<file path="config.mk">
export PLATFORM = sky130hd
export DESIGN_NAME = conv_tile
export DESIGN_NICKNAME = d
export VERILOG_FILES = /design/src/logic/conv_pkg.sv /design/src/logic/sync_fifo.sv /design/src/logic/tile_loader.sv /design/src/logic/conv_core.sv /design/src/logic/out_fm_store.sv /design/src/logic/conv_tile.sv
export SDC_FILE = /design/constraint.sdc
export NUM_CORES = 2
export LEC_CHECK = 0
export BUFFER_PORTS_ARGS = -buffer_cell sky130_fd_sc_hd__buf_4
export CAP_MARGIN = 20
export CORE_UTILIZATION = 30
export CTS_CLUSTER_DIAMETER = 120
export DETAILED_ROUTE_END_ITERATION = 16
export PLACE_DENSITY = 0.42
export SLEW_MARGIN = 20
export SYNTH_ARGS = -nofsm -noshare
export SYNTH_HDL_FRONTEND = slang
export SYNTH_SLANG_ARGS = --single-unit
</file>
<file path="constraint.sdc">
create_clock -name clk -period 20.9 [get_ports clk]
set_clock_uncertainty 0.15 [all_clocks]
set_input_delay 2.09 -clock clk [delete_from_list [all_inputs] [get_ports clk]]
set_output_delay 2.09 -clock clk [all_outputs]
set_load 0.01 [all_outputs]
</file>
<file path="src/logic/conv_pkg.sv">
// ****************************************
// conv tile engine shared types
// ****************************************

package conv_pkg;

    typedef logic signed [15:0] word_t;  // feature and weight data
    typedef logic        [15:0] addr_t;  // word address into any tile memory
    typedef logic signed [31:0] acc_t;   // mac accumulator

    // which tile a loader walks
    typedef enum logic [1:0] {
        LOAD_IN_FM,
        LOAD_WEIGHT,
        LOAD_OUT_FM
    } load_kind_e;

    // compute core control
    typedef enum logic [1:0] {
        IDLE,
        LOAD,
        COMPUTE,
        DRAIN
    } core_state_e;

endpackage

</file>
<file path="src/logic/sync_fifo.sv">
// ****************************************
// small synchronous fifo
// ****************************************
`timescale 1ns/100ps

module sync_fifo #(
    parameter int FIFO_DEPTH = 4
) (
    input  logic            clk,
    input  logic            reset,
    input  logic            push,
    input  conv_pkg::word_t din,
    input  logic            pop,
    output conv_pkg::word_t dout,
    output logic            almost_full,
    output logic            empty
);
    import conv_pkg::*;

    localparam int PW = $clog2(FIFO_DEPTH);
    localparam int CW = $clog2(FIFO_DEPTH + 1);

    word_t         mem [FIFO_DEPTH];
    logic [PW-1:0] wr_ptr;
    logic [PW-1:0] rd_ptr;
    logic [CW-1:0] count;

    always_ff @(posedge clk) begin
        if (reset) begin
            wr_ptr <= '0;
            rd_ptr <= '0;
            count  <= '0;
        end else begin
            if (push)
                wr_ptr <= (wr_ptr == PW'(FIFO_DEPTH - 1)) ? '0 : wr_ptr + 1'b1;
            if (pop)
                rd_ptr <= (rd_ptr == PW'(FIFO_DEPTH - 1)) ? '0 : rd_ptr + 1'b1;
            case ({push, pop})
                2'b10:   count <= count + 1'b1;
                2'b01:   count <= count - 1'b1;
                default: ;
            endcase
        end
    end

    always_ff @(posedge clk) begin
        if (push) mem[wr_ptr] <= din;
    end

    assign dout        = mem[rd_ptr];  // show-ahead read
    assign empty       = (count == '0);
    assign almost_full = (count >= CW'(FIFO_DEPTH - 1));  // one slot kept for the word in flight

    // producer and consumer must honour the flags
    a_no_overflow: assert property (@(posedge clk) disable iff (reset)
        !(push && count == CW'(FIFO_DEPTH)) && !(pop && empty))
        else $error("fifo pushed when full or popped when empty");

endmodule

</file>
<file path="src/logic/tile_loader.sv">
// ****************************************
// tile read port walker
// ****************************************
`timescale 1ns/100ps

module tile_loader #(
    parameter conv_pkg::load_kind_e KIND = conv_pkg::LOAD_IN_FM,
    parameter int N  = 4,
    parameter int M  = 4,
    parameter int R  = 8,
    parameter int C  = 8,
    parameter int Tn = 2,
    parameter int Tm = 2,
    parameter int Tr = 4,
    parameter int Tc = 4,
    parameter int K  = 3
) (
    input  logic            clk,
    input  logic            reset,
    input  logic            start,
    output logic            done,
    input  conv_pkg::addr_t tile_base_n,
    input  conv_pkg::addr_t tile_base_m,
    input  conv_pkg::addr_t tile_base_row,
    input  conv_pkg::addr_t tile_base_col,
    output conv_pkg::addr_t rd_addr,
    output logic            rd_en,
    input  conv_pkg::word_t rd_data,
    output logic            push,
    output conv_pkg::word_t push_data,
    input  logic            almost_full
);
    import conv_pkg::*;

    // loop bounds from outer to inner
    localparam int L0 = (KIND == LOAD_IN_FM) ? Tm : Tn;
    localparam int L1 = (KIND == LOAD_IN_FM) ? Tr + K - 1 : (KIND == LOAD_WEIGHT) ? Tm : Tr;
    localparam int L2 = (KIND == LOAD_IN_FM) ? Tc + K - 1 : (KIND == LOAD_WEIGHT) ? K : Tc;
    localparam int L3 = (KIND == LOAD_WEIGHT) ? K : 1;

    logic running;
    logic last_q;     // word returning next cycle is the final one
    logic w1, w2, w3;
    logic last_idx;
    int   c0, c1, c2, c3;

    assign w3       = (c3 == L3 - 1);
    assign w2       = (c2 == L2 - 1);
    assign w1       = (c1 == L1 - 1);
    assign last_idx = (c0 == L0 - 1) && w1 && w2 && w3;
    assign rd_en    = running && !almost_full;
    assign push_data = rd_data;

    always_comb begin
        case (KIND)
            LOAD_IN_FM:  rd_addr = addr_t'(((tile_base_m + c0) * (R + K - 1)
                                   + tile_base_row + c1) * (C + K - 1) + tile_base_col + c2);
            LOAD_WEIGHT: rd_addr = addr_t'(((tile_base_n + c0) * M + tile_base_m + c1) * K * K
                                   + c2 * K + c3);
            default:     rd_addr = addr_t'(((tile_base_n + c0) * R + tile_base_row + c1) * C
                                   + tile_base_col + c2);
        endcase
    end

    always_ff @(posedge clk) begin
        if (reset) begin
            running <= 1'b0;
            push    <= 1'b0;
            last_q  <= 1'b0;
            done    <= 1'b0;
            c0 <= 0;
            c1 <= 0;
            c2 <= 0;
            c3 <= 0;
        end else begin
            push   <= rd_en;  // memory answers one cycle later
            last_q <= rd_en && last_idx;
            done   <= last_q;
            if (start) begin
                running <= 1'b1;
                c0 <= 0;
                c1 <= 0;
                c2 <= 0;
                c3 <= 0;
            end else if (rd_en) begin
                c3 <= w3 ? 0 : c3 + 1;
                if (w3) c2 <= w2 ? 0 : c2 + 1;
                if (w3 && w2) c1 <= w1 ? 0 : c1 + 1;
                if (w3 && w2 && w1) c0 <= last_idx ? 0 : c0 + 1;
                if (last_idx) running <= 1'b0;
            end
        end
    end

    // tile has to sit inside the layer
    a_tile_in_layer: assert property (@(posedge clk) disable iff (reset)
        start |-> (tile_base_n + Tn <= N) && (tile_base_m + Tm <= M)
               && (tile_base_row + Tr <= R) && (tile_base_col + Tc <= C))
        else $error("tile bases outside the layer");

endmodule

</file>
<file path="src/logic/conv_core.sv">
// ****************************************
// convolution compute core
// ****************************************
`timescale 1ns/100ps

module conv_core #(
    parameter int Tn         = 2,
    parameter int Tm         = 2,
    parameter int Tr         = 4,
    parameter int Tc         = 4,
    parameter int K          = 3,
    parameter int FIFO_DEPTH = 4
) (
    input  logic            clk,
    input  logic            reset,
    input  logic            start,
    input  logic            load_done_in,
    input  logic            load_done_w,
    input  logic            load_done_out,
    input  logic            in_push,
    input  conv_pkg::word_t in_push_data,
    output logic            in_almost_full,
    input  logic            w_push,
    input  conv_pkg::word_t w_push_data,
    output logic            w_almost_full,
    input  logic            out_push,
    input  conv_pkg::word_t out_push_data,
    output logic            out_almost_full,
    input  logic            st_pop,
    output conv_pkg::word_t st_data,
    output logic            st_empty,
    input  logic            store_done,
    output logic            busy
);
    import conv_pkg::*;

    localparam int IN_H = Tr + K - 1;
    localparam int IN_W = Tc + K - 1;

    core_state_e state;
    word_t in_buf  [Tm * IN_H * IN_W];
    word_t w_buf   [Tn * Tm * K * K];
    word_t out_buf [Tn * Tr * Tc];
    word_t in_dout, w_dout, out_dout, res_data;
    logic  in_empty, w_empty, out_empty;
    logic  in_pop, w_pop, out_pop;
    logic  [2:0] ld_seen;  // sticky loader done flags
    logic  res_almost_full, res_push, step;
    logic  wm, wkx, wky, wc, wr, tap_last, point_last;
    int    in_cnt, w_cnt, o_cnt;
    int    n, r, c, ky, kx, m;
    acc_t  acc, prod, sum;

    sync_fifo #(.FIFO_DEPTH(FIFO_DEPTH)) u_in_fifo (
        .clk, .reset, .push(in_push), .din(in_push_data), .pop(in_pop),
        .dout(in_dout), .almost_full(in_almost_full), .empty(in_empty));
    sync_fifo #(.FIFO_DEPTH(FIFO_DEPTH)) u_w_fifo (
        .clk, .reset, .push(w_push), .din(w_push_data), .pop(w_pop),
        .dout(w_dout), .almost_full(w_almost_full), .empty(w_empty));
    sync_fifo #(.FIFO_DEPTH(FIFO_DEPTH)) u_out_fifo (
        .clk, .reset, .push(out_push), .din(out_push_data), .pop(out_pop),
        .dout(out_dout), .almost_full(out_almost_full), .empty(out_empty));
    sync_fifo #(.FIFO_DEPTH(FIFO_DEPTH)) u_res_fifo (
        .clk, .reset, .push(res_push), .din(res_data), .pop(st_pop),
        .dout(st_data), .almost_full(res_almost_full), .empty(st_empty));

    // loaders walk in buffer order, so each fill is a plain counter
    assign in_pop  = (state == LOAD) && !in_empty;
    assign w_pop   = (state == LOAD) && !w_empty;
    assign out_pop = (state == LOAD) && !out_empty;

    always_ff @(posedge clk) begin
        if (in_pop)  in_buf[in_cnt] <= in_dout;
        if (w_pop)   w_buf[w_cnt]   <= w_dout;
        if (out_pop) out_buf[o_cnt] <= out_dout;
    end

    // n, r, c outer loops, then ky, kx, m inner
    assign wm         = (m == Tm - 1);
    assign wkx        = (kx == K - 1);
    assign wky        = (ky == K - 1);
    assign wc         = (c == Tc - 1);
    assign wr         = (r == Tr - 1);
    assign tap_last   = wm && wkx && wky;
    assign point_last = tap_last && wc && wr && (n == Tn - 1);
    assign step       = (state == COMPUTE) && !res_almost_full;  // stall on result back-pressure
    assign res_push   = step && tap_last;

    assign prod     = acc_t'(in_buf[(m * IN_H + r + ky) * IN_W + c + kx])
                    * acc_t'(w_buf[((n * Tm + m) * K + ky) * K + kx]);
    assign sum      = acc + prod;
    assign res_data = word_t'(acc_t'(out_buf[(n * Tr + r) * Tc + c]) + sum);  // low 16 bits
    assign busy     = (state != IDLE);

    always_ff @(posedge clk) begin
        if (reset || start) begin
            ld_seen <= '0;
            in_cnt <= 0;
            w_cnt  <= 0;
            o_cnt  <= 0;
            acc <= '0;
            n  <= 0;
            r  <= 0;
            c  <= 0;
            ky <= 0;
            kx <= 0;
            m  <= 0;
        end else begin
            ld_seen <= ld_seen | {load_done_out, load_done_w, load_done_in};
            if (in_pop)  in_cnt <= in_cnt + 1;
            if (w_pop)   w_cnt  <= w_cnt + 1;
            if (out_pop) o_cnt  <= o_cnt + 1;
            if (step) begin
                acc <= tap_last ? '0 : sum;
                m <= wm ? 0 : m + 1;
                if (wm) kx <= wkx ? 0 : kx + 1;
                if (wm && wkx) ky <= wky ? 0 : ky + 1;
                if (tap_last) c <= wc ? 0 : c + 1;
                if (tap_last && wc) r <= wr ? 0 : r + 1;
                if (tap_last && wc && wr) n <= point_last ? 0 : n + 1;
            end
        end
    end

    always_ff @(posedge clk) begin
        if (reset) begin
            state <= IDLE;
        end else begin
            case (state)
                IDLE:    if (start) state <= LOAD;
                LOAD:    if (&ld_seen && in_empty && w_empty && out_empty) state <= COMPUTE;
                COMPUTE: if (step && point_last) state <= DRAIN;
                DRAIN:   if (store_done) state <= IDLE;
                default: state <= IDLE;
            endcase
        end
    end

    // store unit may only finish after the last result has been queued
    a_store_done_in_drain: assert property (@(posedge clk) disable iff (reset)
        store_done |-> (state == DRAIN))
        else $error("store_done arrived while the core was not draining");

endmodule

</file>
<file path="src/logic/out_fm_store.sv">
// ****************************************
// output tile store
// ****************************************
`timescale 1ns/100ps

module out_fm_store #(
    parameter int N  = 4,
    parameter int R  = 8,
    parameter int C  = 8,
    parameter int Tn = 2,
    parameter int Tr = 4,
    parameter int Tc = 4
) (
    input  logic            clk,
    input  logic            reset,
    input  logic            start,
    output logic            done,
    input  conv_pkg::addr_t tile_base_n,
    input  conv_pkg::addr_t tile_base_row,
    input  conv_pkg::addr_t tile_base_col,
    output logic            pop,
    input  conv_pkg::word_t data,
    input  logic            empty,
    output conv_pkg::addr_t wr_addr,
    output conv_pkg::word_t wr_data,
    output logic            wr_en
);
    import conv_pkg::*;

    logic running;
    logic last_q;
    logic wc, wr, last_idx;
    int   n, r, c;

    assign wc       = (c == Tc - 1);
    assign wr       = (r == Tr - 1);
    assign last_idx = (n == Tn - 1) && wr && wc;
    assign pop      = running && !empty;

    always_ff @(posedge clk) begin
        if (reset) begin
            running <= 1'b0;
            wr_en   <= 1'b0;
            last_q  <= 1'b0;
            done    <= 1'b0;
            n <= 0;
            r <= 0;
            c <= 0;
        end else begin
            wr_en  <= pop;  // popped word goes out next cycle
            last_q <= pop && last_idx;
            done   <= last_q;
            if (start) begin
                running <= 1'b1;
                n <= 0;
                r <= 0;
                c <= 0;
            end else if (pop) begin
                c <= wc ? 0 : c + 1;
                if (wc) r <= wr ? 0 : r + 1;
                if (wc && wr) n <= last_idx ? 0 : n + 1;
                if (last_idx) running <= 1'b0;
            end
        end
    end

    always_ff @(posedge clk) begin
        if (pop) begin
            wr_data <= data;
            wr_addr <= addr_t'(((tile_base_n + n) * R + tile_base_row + r) * C + tile_base_col + c);
        end
    end

    a_store_in_layer: assert property (@(posedge clk) disable iff (reset)
        start |-> (tile_base_n + Tn <= N) && (tile_base_row + Tr <= R)
               && (tile_base_col + Tc <= C))
        else $error("store tile outside the output map");

endmodule

</file>
<file path="src/logic/conv_tile.sv">
// ****************************************
// convolution tile engine top
// ****************************************
`timescale 1ns/100ps

module conv_tile #(
    parameter int N          = 4,
    parameter int M          = 4,
    parameter int R          = 8,
    parameter int C          = 8,
    parameter int Tn         = 2,
    parameter int Tm         = 2,
    parameter int Tr         = 4,
    parameter int Tc         = 4,
    parameter int K          = 3,
    parameter int FIFO_DEPTH = 4
) (
    input  logic            clk,
    input  logic            reset,
    input  logic            conv_tile_start,
    output logic            conv_tile_done,
    input  conv_pkg::addr_t tile_base_n,
    input  conv_pkg::addr_t tile_base_m,
    input  conv_pkg::addr_t tile_base_row,
    input  conv_pkg::addr_t tile_base_col,
    output conv_pkg::addr_t in_fm_rd_addr,
    output logic            in_fm_rd_en,
    input  conv_pkg::word_t in_fm_rd_data,
    output conv_pkg::addr_t weight_rd_addr,
    output logic            weight_rd_en,
    input  conv_pkg::word_t weight_rd_data,
    output conv_pkg::addr_t out_fm_rd_addr,
    output logic            out_fm_rd_en,
    input  conv_pkg::word_t out_fm_rd_data,
    output conv_pkg::addr_t out_fm_wr_addr,
    output conv_pkg::word_t out_fm_wr_data,
    output logic            out_fm_wr_en
);
    import conv_pkg::*;

    logic  start_ok;  // start only counts while the core is idle
    logic  core_busy;
    logic  done_in, done_w, done_out;
    logic  in_push, w_push, out_push;
    logic  in_af, w_af, out_af;
    word_t in_data, w_data, out_data, st_data;
    logic  st_pop, st_empty;

    assign start_ok = conv_tile_start && !core_busy;

    tile_loader #(.KIND(LOAD_IN_FM), .N(N), .M(M), .R(R), .C(C),
                  .Tn(Tn), .Tm(Tm), .Tr(Tr), .Tc(Tc), .K(K)) u_in_loader (
        .clk, .reset, .start(start_ok), .done(done_in),
        .tile_base_n, .tile_base_m, .tile_base_row, .tile_base_col,
        .rd_addr(in_fm_rd_addr), .rd_en(in_fm_rd_en), .rd_data(in_fm_rd_data),
        .push(in_push), .push_data(in_data), .almost_full(in_af));

    tile_loader #(.KIND(LOAD_WEIGHT), .N(N), .M(M), .R(R), .C(C),
                  .Tn(Tn), .Tm(Tm), .Tr(Tr), .Tc(Tc), .K(K)) u_w_loader (
        .clk, .reset, .start(start_ok), .done(done_w),
        .tile_base_n, .tile_base_m, .tile_base_row, .tile_base_col,
        .rd_addr(weight_rd_addr), .rd_en(weight_rd_en), .rd_data(weight_rd_data),
        .push(w_push), .push_data(w_data), .almost_full(w_af));

    tile_loader #(.KIND(LOAD_OUT_FM), .N(N), .M(M), .R(R), .C(C),
                  .Tn(Tn), .Tm(Tm), .Tr(Tr), .Tc(Tc), .K(K)) u_out_loader (
        .clk, .reset, .start(start_ok), .done(done_out),
        .tile_base_n, .tile_base_m, .tile_base_row, .tile_base_col,
        .rd_addr(out_fm_rd_addr), .rd_en(out_fm_rd_en), .rd_data(out_fm_rd_data),
        .push(out_push), .push_data(out_data), .almost_full(out_af));

    conv_core #(.Tn(Tn), .Tm(Tm), .Tr(Tr), .Tc(Tc), .K(K),
                .FIFO_DEPTH(FIFO_DEPTH)) u_core (
        .clk, .reset, .start(start_ok),
        .load_done_in(done_in), .load_done_w(done_w), .load_done_out(done_out),
        .in_push, .in_push_data(in_data), .in_almost_full(in_af),
        .w_push, .w_push_data(w_data), .w_almost_full(w_af),
        .out_push, .out_push_data(out_data), .out_almost_full(out_af),
        .st_pop, .st_data, .st_empty, .store_done(conv_tile_done), .busy(core_busy));

    // store runs alongside compute, the result fifo is far shallower than a tile
    out_fm_store #(.N(N), .R(R), .C(C), .Tn(Tn), .Tr(Tr), .Tc(Tc)) u_store (
        .clk, .reset, .start(start_ok), .done(conv_tile_done),
        .tile_base_n, .tile_base_row, .tile_base_col,
        .pop(st_pop), .data(st_data), .empty(st_empty),
        .wr_addr(out_fm_wr_addr), .wr_data(out_fm_wr_data), .wr_en(out_fm_wr_en));

endmodule

</file>
### Yosys cells after proc, flatten, opt, wreduce, memory -nomap -nowiden

Memories as Yosys holds them, arrays and structs flattened. A register that Yosys moved wholly into a read port is not among the register bits.
Cells that the tools add are included.

| word-level totals | value |
|---|---|
| input port bits | 115 |
| register bits after elaboration | 865 |
| memories kept | 7 |
| RAM bits | 2496 |
| output and inout bits | 85 |

| cells by class | value |
|---|---|
| $mul | 10 |
| eq/ne operators | 42 |
| $lt $le $gt $ge | 4 |
| reduce and logical (&&, ||, !) cells | 94 |
| add/sub/neg operators | 71 |
| muxes and demuxes | 71 |
| bitwise gates (word level) | 1 |

Memories:

| name | words | width | read ports | clocked after Yosys merged registers in | write ports | RTL line | source |
|---|---|---|---|---|---|---|---|
| u_core.in_buf | 72 | 16 | 1 | 0 | 1 | conv_core.sv:41 | `word_t in_buf [Tm * IN_H * IN_W];` |
| u_core.w_buf | 36 | 16 | 1 | 0 | 1 | conv_core.sv:42 | `word_t w_buf [Tn * Tm * K * K];` |
| u_core.out_buf | 32 | 16 | 1 | 0 | 1 | conv_core.sv:43 | `word_t out_buf [Tn * Tr * Tc];` |
| u_core.u_in_fifo.mem | 4 | 16 | 1 | 1 | 1 | sync_fifo.sv:23 | `word_t mem [FIFO_DEPTH];` |
| u_core.u_out_fifo.mem | 4 | 16 | 1 | 1 | 1 | sync_fifo.sv:23 |  |
| u_core.u_res_fifo.mem | 4 | 16 | 1 | 1 | 1 | sync_fifo.sv:23 |  |
| 1 more memories | n/a | n/a | n/a | n/a | n/a | n/a |  |

Operator list:

| operator | count |
|---|---|
| $add 32x2->32 const B | 24 |
| $mux 32 | 22 |
| $eq 32x3->1 const B | 10 |
| $add 32x32->32 | 7 |
| $eq 32x2->1 const B | 7 |
| $add 16x16->16 | 9 |
| $add 32x16->32 | 2 |
| $eq 32x4->1 const B | 2 |
| $logic_not 32->1 | 2 |
| $mul 32x2->16 const B | 2 |
| $mul 32x3->31 const B | 2 |
| $mul 32x3->6 const B | 2 |
| $add 13x13->13 | 4 |
| $logic_and 1x1->1 | 41 |
| $reduce_and 2->1 | 20 |
| $mux 2 | 18 |
| $add 16x32->32 | 1 |
| $mul 16x16->32 | 1 |
| $mul 32x2->32 const B | 1 |
| $mul 32x3->15 const B | 1 |
| $mul 32x3->32 const B | 1 |
| $add 16x30->30 | 1 |
| $eq 2x2->1 const B | 14 |
| $mux 1 | 26 |
| other kinds (23) | 73 |

### Logic depth before layout (Yosys ltp)

An unclocked memory read counts as a cell.

| depth | value |
|---|---|
| depth after elaboration | 10 |
| gate-level depth with buffers | 50 |

### Cells and area by module

From an unflattened synthesis, not the netlist that was laid out.

| second synthesis, totals | value |
|---|---|
| cells, all modules | 10300 |
| area, all modules | 149787.4 sq um |

By module, submodules not included:

| module | area an instance (sq um) | instances | cells an instance |
|---|---|---|---|
| conv_core | 102958.7 | 1 | 5574 |
| sync_fifo | 2795.2 | 4 | 132 |
| tile_loader at u_w_loader | 10002.1 | 1 | 1181 |
| tile_loader at u_in_loader | 9728.1 | 1 | 1169 |
| tile_loader at u_out_loader | 8190.4 | 1 | 986 |
| out_fm_store | 7713.6 | 1 | 861 |
| conv_tile | 13.8 | 1 | 1 |

### Worst setup path before layout

OpenSTA, ideal clock, no wires.

| timing | value |
|---|---|
| path type | register to register |
| start point | register u_core.n[0] (netlist name) |
| end point | memory u_core.u_res_fifo.mem[0][15] (netlist name) (data pin) |
| data required time | 20.475 ns |
| cell stages (with the launch flop) | 45 |
| period minus slack after synthesis | 12.047 ns |
| path buffers | 6 |
| data arrival time | 11.622 ns |
| slack | 8.853 ns |
| cell sequence | dfxtp_1 -> ha_1 -> fa_1 -> ha_1 -> fa_1 -> inv_1 -> fa_1 -> inv_1 -> ha_1 -> inv_1 -> fa_1 -> inv_1 -> fa_1 -> buf_2 -> buf_2 -> buf_2 -> clkbuf_1 -> clkbuf_1 -> (+9 left out) -> inv_1 -> ha_1 -> fa_1 -> ha_1 -> inv_1 -> fa_1 -> inv_1 -> ha_1 -> a21boi_0 -> o21ai_0 -> a21boi_0 -> nor2_1 -> ha_1 -> or4_1 -> a31o_2 -> a21oi_1 -> o21ai_0 -> xnor2_1 |

| on the way | value |
|---|---|
| longest elaborated chain between the ends | 9 |
| elaborated cells between the ends (all ways) | 12 |
| classes of those cells | add/sub (7); mul (3); memory (2) |

Ends and longest elaborated chain:

| element | RTL line | source |
|---|---|---|
| start, declared | conv_core.sv:51 | `int n, r, c, ky, kx, m;` |
| start signal, assigned | conv_core.sv:120 | `if (tap_last && wc && wr) n <= point_last ? 0 : n + 1;` |
| $add 32x32->32 | conv_core.sv:90 | `* acc_t'(w_buf[((n * Tm + m) * K + ky) * K + kx]);` |
| $mul 32x3->32 | conv_core.sv:90 |  |
| $add 32x32->32 | conv_core.sv:90 |  |
| $mul 32x3->6 | conv_core.sv:90 |  |
| $add 6x6->6 | conv_core.sv:90 |  |
| $mem_v2 36x16 | n/a |  |
| $mul 16x16->32 | conv_core.sv:90 |  |
| $add 32x32->32 | conv_core.sv:91 | `assign sum = acc + prod;` |
| $add 16x16->16 (*) | conv_core.sv:92 | `assign res_data = word_t'(acc_t'(out_buf[(n * Tr + r) * Tc + c]) + sum);` |
| named net u_core.res_data[15] | conv_core.sv:44 | `word_t in_dout, w_dout, out_dout, res_data;` |
| end, declared | sync_fifo.sv:23 |  |

Mark *: on every way through the listed nets, which the timed path passes. The rest lies on a longest branch.

### Worst setup path in the final report

| timing | value |
|---|---|
| start point | register u_core.m[0] (netlist name) |
| end point | memory u_core.u_res_fifo.mem[3][15] (netlist name) (data pin) |

| on the way | value |
|---|---|
| longest elaborated chain between the ends | 10 |
| elaborated cells between the ends (all ways) | 16 |
| classes of those cells | add/sub (9); mul (5); memory (2) |

Ends and longest elaborated chain:

| element | RTL line | source |
|---|---|---|
| start, declared | conv_core.sv:51 |  |
| start signal, assigned | conv_core.sv:115 | `m <= wm ? 0 : m + 1;` |
| $mul 32x3->31 | conv_core.sv:89 | `assign prod = acc_t'(in_buf[(m * IN_H + r + ky) * IN_W + c + kx])` |
| $add 32x32->32 (2 in a row) | conv_core.sv:89 |  |
| $mul 32x3->6 | conv_core.sv:89 |  |
| $add 7x7->7 (2 in a row) | conv_core.sv:89 |  |
| $mem_v2 72x16 | n/a |  |
| $mul 16x16->32 (*) | conv_core.sv:90 |  |
| $add 32x32->32 (*) | conv_core.sv:91 |  |
| $add 16x16->16 (*) | conv_core.sv:92 |  |
| named net u_core.res_data[15] | conv_core.sv:44 |  |

Marked as above.

==> qor.yml <==
sta:
  relSlewSlack_pct: 24.3
  slew_violations: 0
  setup_violations: 0
  fmax_mhz: 72.3
  rsz0062_at_grt: "no"
  setup_tns_ps: 0
  tightest_slew_ps: 1120
  fin_crit_ps: 13830
  fin_crit_sh_pct: 66.2
  hold_viol: 0
die:
  initial_core_util_pct: 30.2
  dieWidth_um: 705
  die_y_um: 705
  row_count: 257
  die_area_um2: 497000
  ios: 200
  coreArea_um2: 491000
routing:
  drt_pass1_iterations: 5
  wirelength_um: 389000
  drc: 0
  wire_per_inst_um: 22.3
  ant_nets: 0
  viasPerCell: 4.79
  vias: 83600
  dr.first_iter.drc_count: 5801
logic_synthesis:
  synth.distinct_cells: 82
  syn-num-nets: 11000
  ys_ff_latch: 3289
  netlist_instances: 10200
  synth_edf_count: 2528
  synthArstFlopShare_pct: 0
  synth-seq-area-share_pct: 61.4
  avgSynthCellArea_um2: 14.6
  synth_flop_cell: "edfxtp_1"
  ys.warnings.count: 0
  syn_area_um2: 148000
placement:
  post-dp-hpwl_um: 251000
  gp_congestion: 0.770
  numPortBuffers: 196
clocking:
  cts_tree: "yes"
  hold_buffers: 0
  clock_tree.root_cell: "clkbuf_16"
  numClockSinks: 3289
  clock_latency_ps: 970
  cts_resized: 0
  cts-htree-levels: 5
  path_clk_slew_ps: 60
  cts.path.max_buffers: 4
  postCtsSetupBuffers: 0
  cts_made_buffers: 375
setup_path:
  critPathLaunchType: "flop"
  crit_type: "flop to flop"
  cp_slowest_stage_delay_ps: 650
  worstPathArrival_ps: 14360
  endpoint_kind: "flop"
  crit-reg2reg-launch: "u_core.m[0]$_SDFFE_PP0P_"
  startpoint: "u_core.m[0]$_SDFFE_PP0P_"
  crit_fanout: 26
  slowest_stage: "buf_4"
  worstPathRequired_ps: 21430
grt:
  antenna_found_initial: 29
  track_usage_pct: 15.3
  grt_first_pass_wirelength_um: 573000
  grt_max_degree: 99
  grt_pass1_vias: 87400
  grt_overflow_total: 0
finish:
  layout_commonest_cell: "edfxtp_1"
  drive_above_1_share_pct: 16.6
  fin_nets: 11500
  syn_to_final_growth_pct: 15.0
  most-common-layout-cells: "edfxtp_1 (2528), nor2_1 (1053), inv_1 (796)"
flow_run:
  maxCapViolCount: 0
hold_path:
  worstHoldStart: "u_in_loader.last_q$_SDFF_PP0_"
  hold_class: "flop to flop"
run_status:
  status: "complete, no violations"
## cell usage after synthesis (all sizes together) (4+ instances only)
cell | n | area [µm²]
or2 | 36 | 225
o21ai | 183 | 920
nor3 | 91 | 460
dfxtp | 761 | 15200
nor4b | 22 | 193
mux2 | 27 | 304
edfxtp | 2528 | 75900
o311ai | 4 | 35.0
xnor3 | 7 | 159
nand3 | 275 | 1380
clkbuf | 184 | 701
a211oi | 11 | 82.6
ha | 447 | 5590
fa | 259 | 5180
a31oi | 8 | 50.1
or4 | 6 | 45.0
a21o | 42 | 315
nor2 | 1075 | 4040
nor2b | 37 | 231
nand4 | 129 | 807
o21bai | 61 | 458
a22oi | 9 | 67.6
mux2i | 49 | 490
and2 | 38 | 238
xor2 | 391 | 3430
o22ai | 9 | 56.3
and3 | 148 | 926
nand2b | 53 | 332
a21boi | 16 | 120
nand3b | 11 | 82.6
buf | 143 | 995
xnor2 | 438 | 3850
or3 | 122 | 763
mux4 | 735 | 16600
and4 | 33 | 289
nand2 | 495 | 1860
inv | 799 | 3000
nor4 | 143 | 895
o21a | 12 | 90.1
a21oi | 309 | 1550
## logic make-up after synthesis
logic type	after synthesis	synth area share, %
buffers and inverters	1126	3.16
and+or+nand+nor	2721	8.64
DFF	3289	61.4
muxes	811	11.7
xor gates and xnor gates	838	5.05
AOI/OAI and AO/OA	695	2.72
adders and majority gates	706	7.27
## stage by stage
| stage | worst slack (ps) | hold slack [ps] | util, % | instances | cell area, µm² |
|---|---|---|---|---|---|
| 2_1_floorplan | 8850 | 261 | - | 10200 | 148000 |
| 3_3_place_gp | 6940 | 273 | 32.2 | 16800 | 158000 |
| 3_5_place_dp | 7010 | 272 | 32.3 | 16800 | 158000 |
| 4_1_cts | 6940 | 286 | 34.7 | 17500 | 170000 |
| 5_1_grt | 6300 | 297 | 34.7 | 17500 | 171000 |
| 6_report | 7070 | 284 | 34.7 | 17500 | 171000 |
## registers in the layout, indices dropped and copies added, names as in the netlist, 64 cells and up, named ones only
signal                 count
u_core.in_buf           1152
u_core.u_in_fifo.mem      64
u_core.u_out_fifo.mem     64
u_core.u_res_fifo.mem     64
u_core.out_buf           512
u_core.w_buf             576
u_core.u_w_fifo.mem       64
## layout make-up
cell class,instances,area (µm²)
Antenna cell,4,10.0
Clock buffer,506,10200
Clock inverter,185,1880
Fill cell,47100,320000
Inverter,799,3000
Multi-Input combinational cell,5771,52800
Sequential cell,3289,91200
Tap cell,6475,8100
Timing Repair Buffer,437,3350
## critical path: cells and delay by family, from the launching register on
family / cells / cell delay, ps
flops: 1 / 550
compound gates: 5 / 980
buf+inv: 10 / 1410
mux: 3 / 1510
fa+ha+maj: 16 / 6620
simple gates: 5 / 1440
xor+xnor: 2 / 800
## layer usage
layer | up-vias | wire, µm | GRT usage (%)
met5 | - | 59 | 0
met4 | 8 | 8280 | 3.41
met3 | 512 | 15400 | 1.86
met2 | 1553 | 189000 | 26.1
met1 | 43200 | 176000 | 20.9
li1 | 38400 | - | -
## path summary, 6_finish.rpt
check / end / slack (ps) / cells past startpoint
worst min register to register: u_in_loader.done$_SDFF_PP0_ / 280 / 1
worst max register to register: u_core.u_res_fifo.mem[3][15]$_DFFE_PP_ / 7070 / 41
worst max-delay path: u_core.u_res_fifo.mem[3][15]$_DFFE_PP_ / 7070 / 41
worst min-delay path: u_in_loader.done$_SDFF_PP0_ / 280 / 1
Power is not shown: default switching activity piles up to over one toggle a cycle in this logic, so the estimate is an artifact.
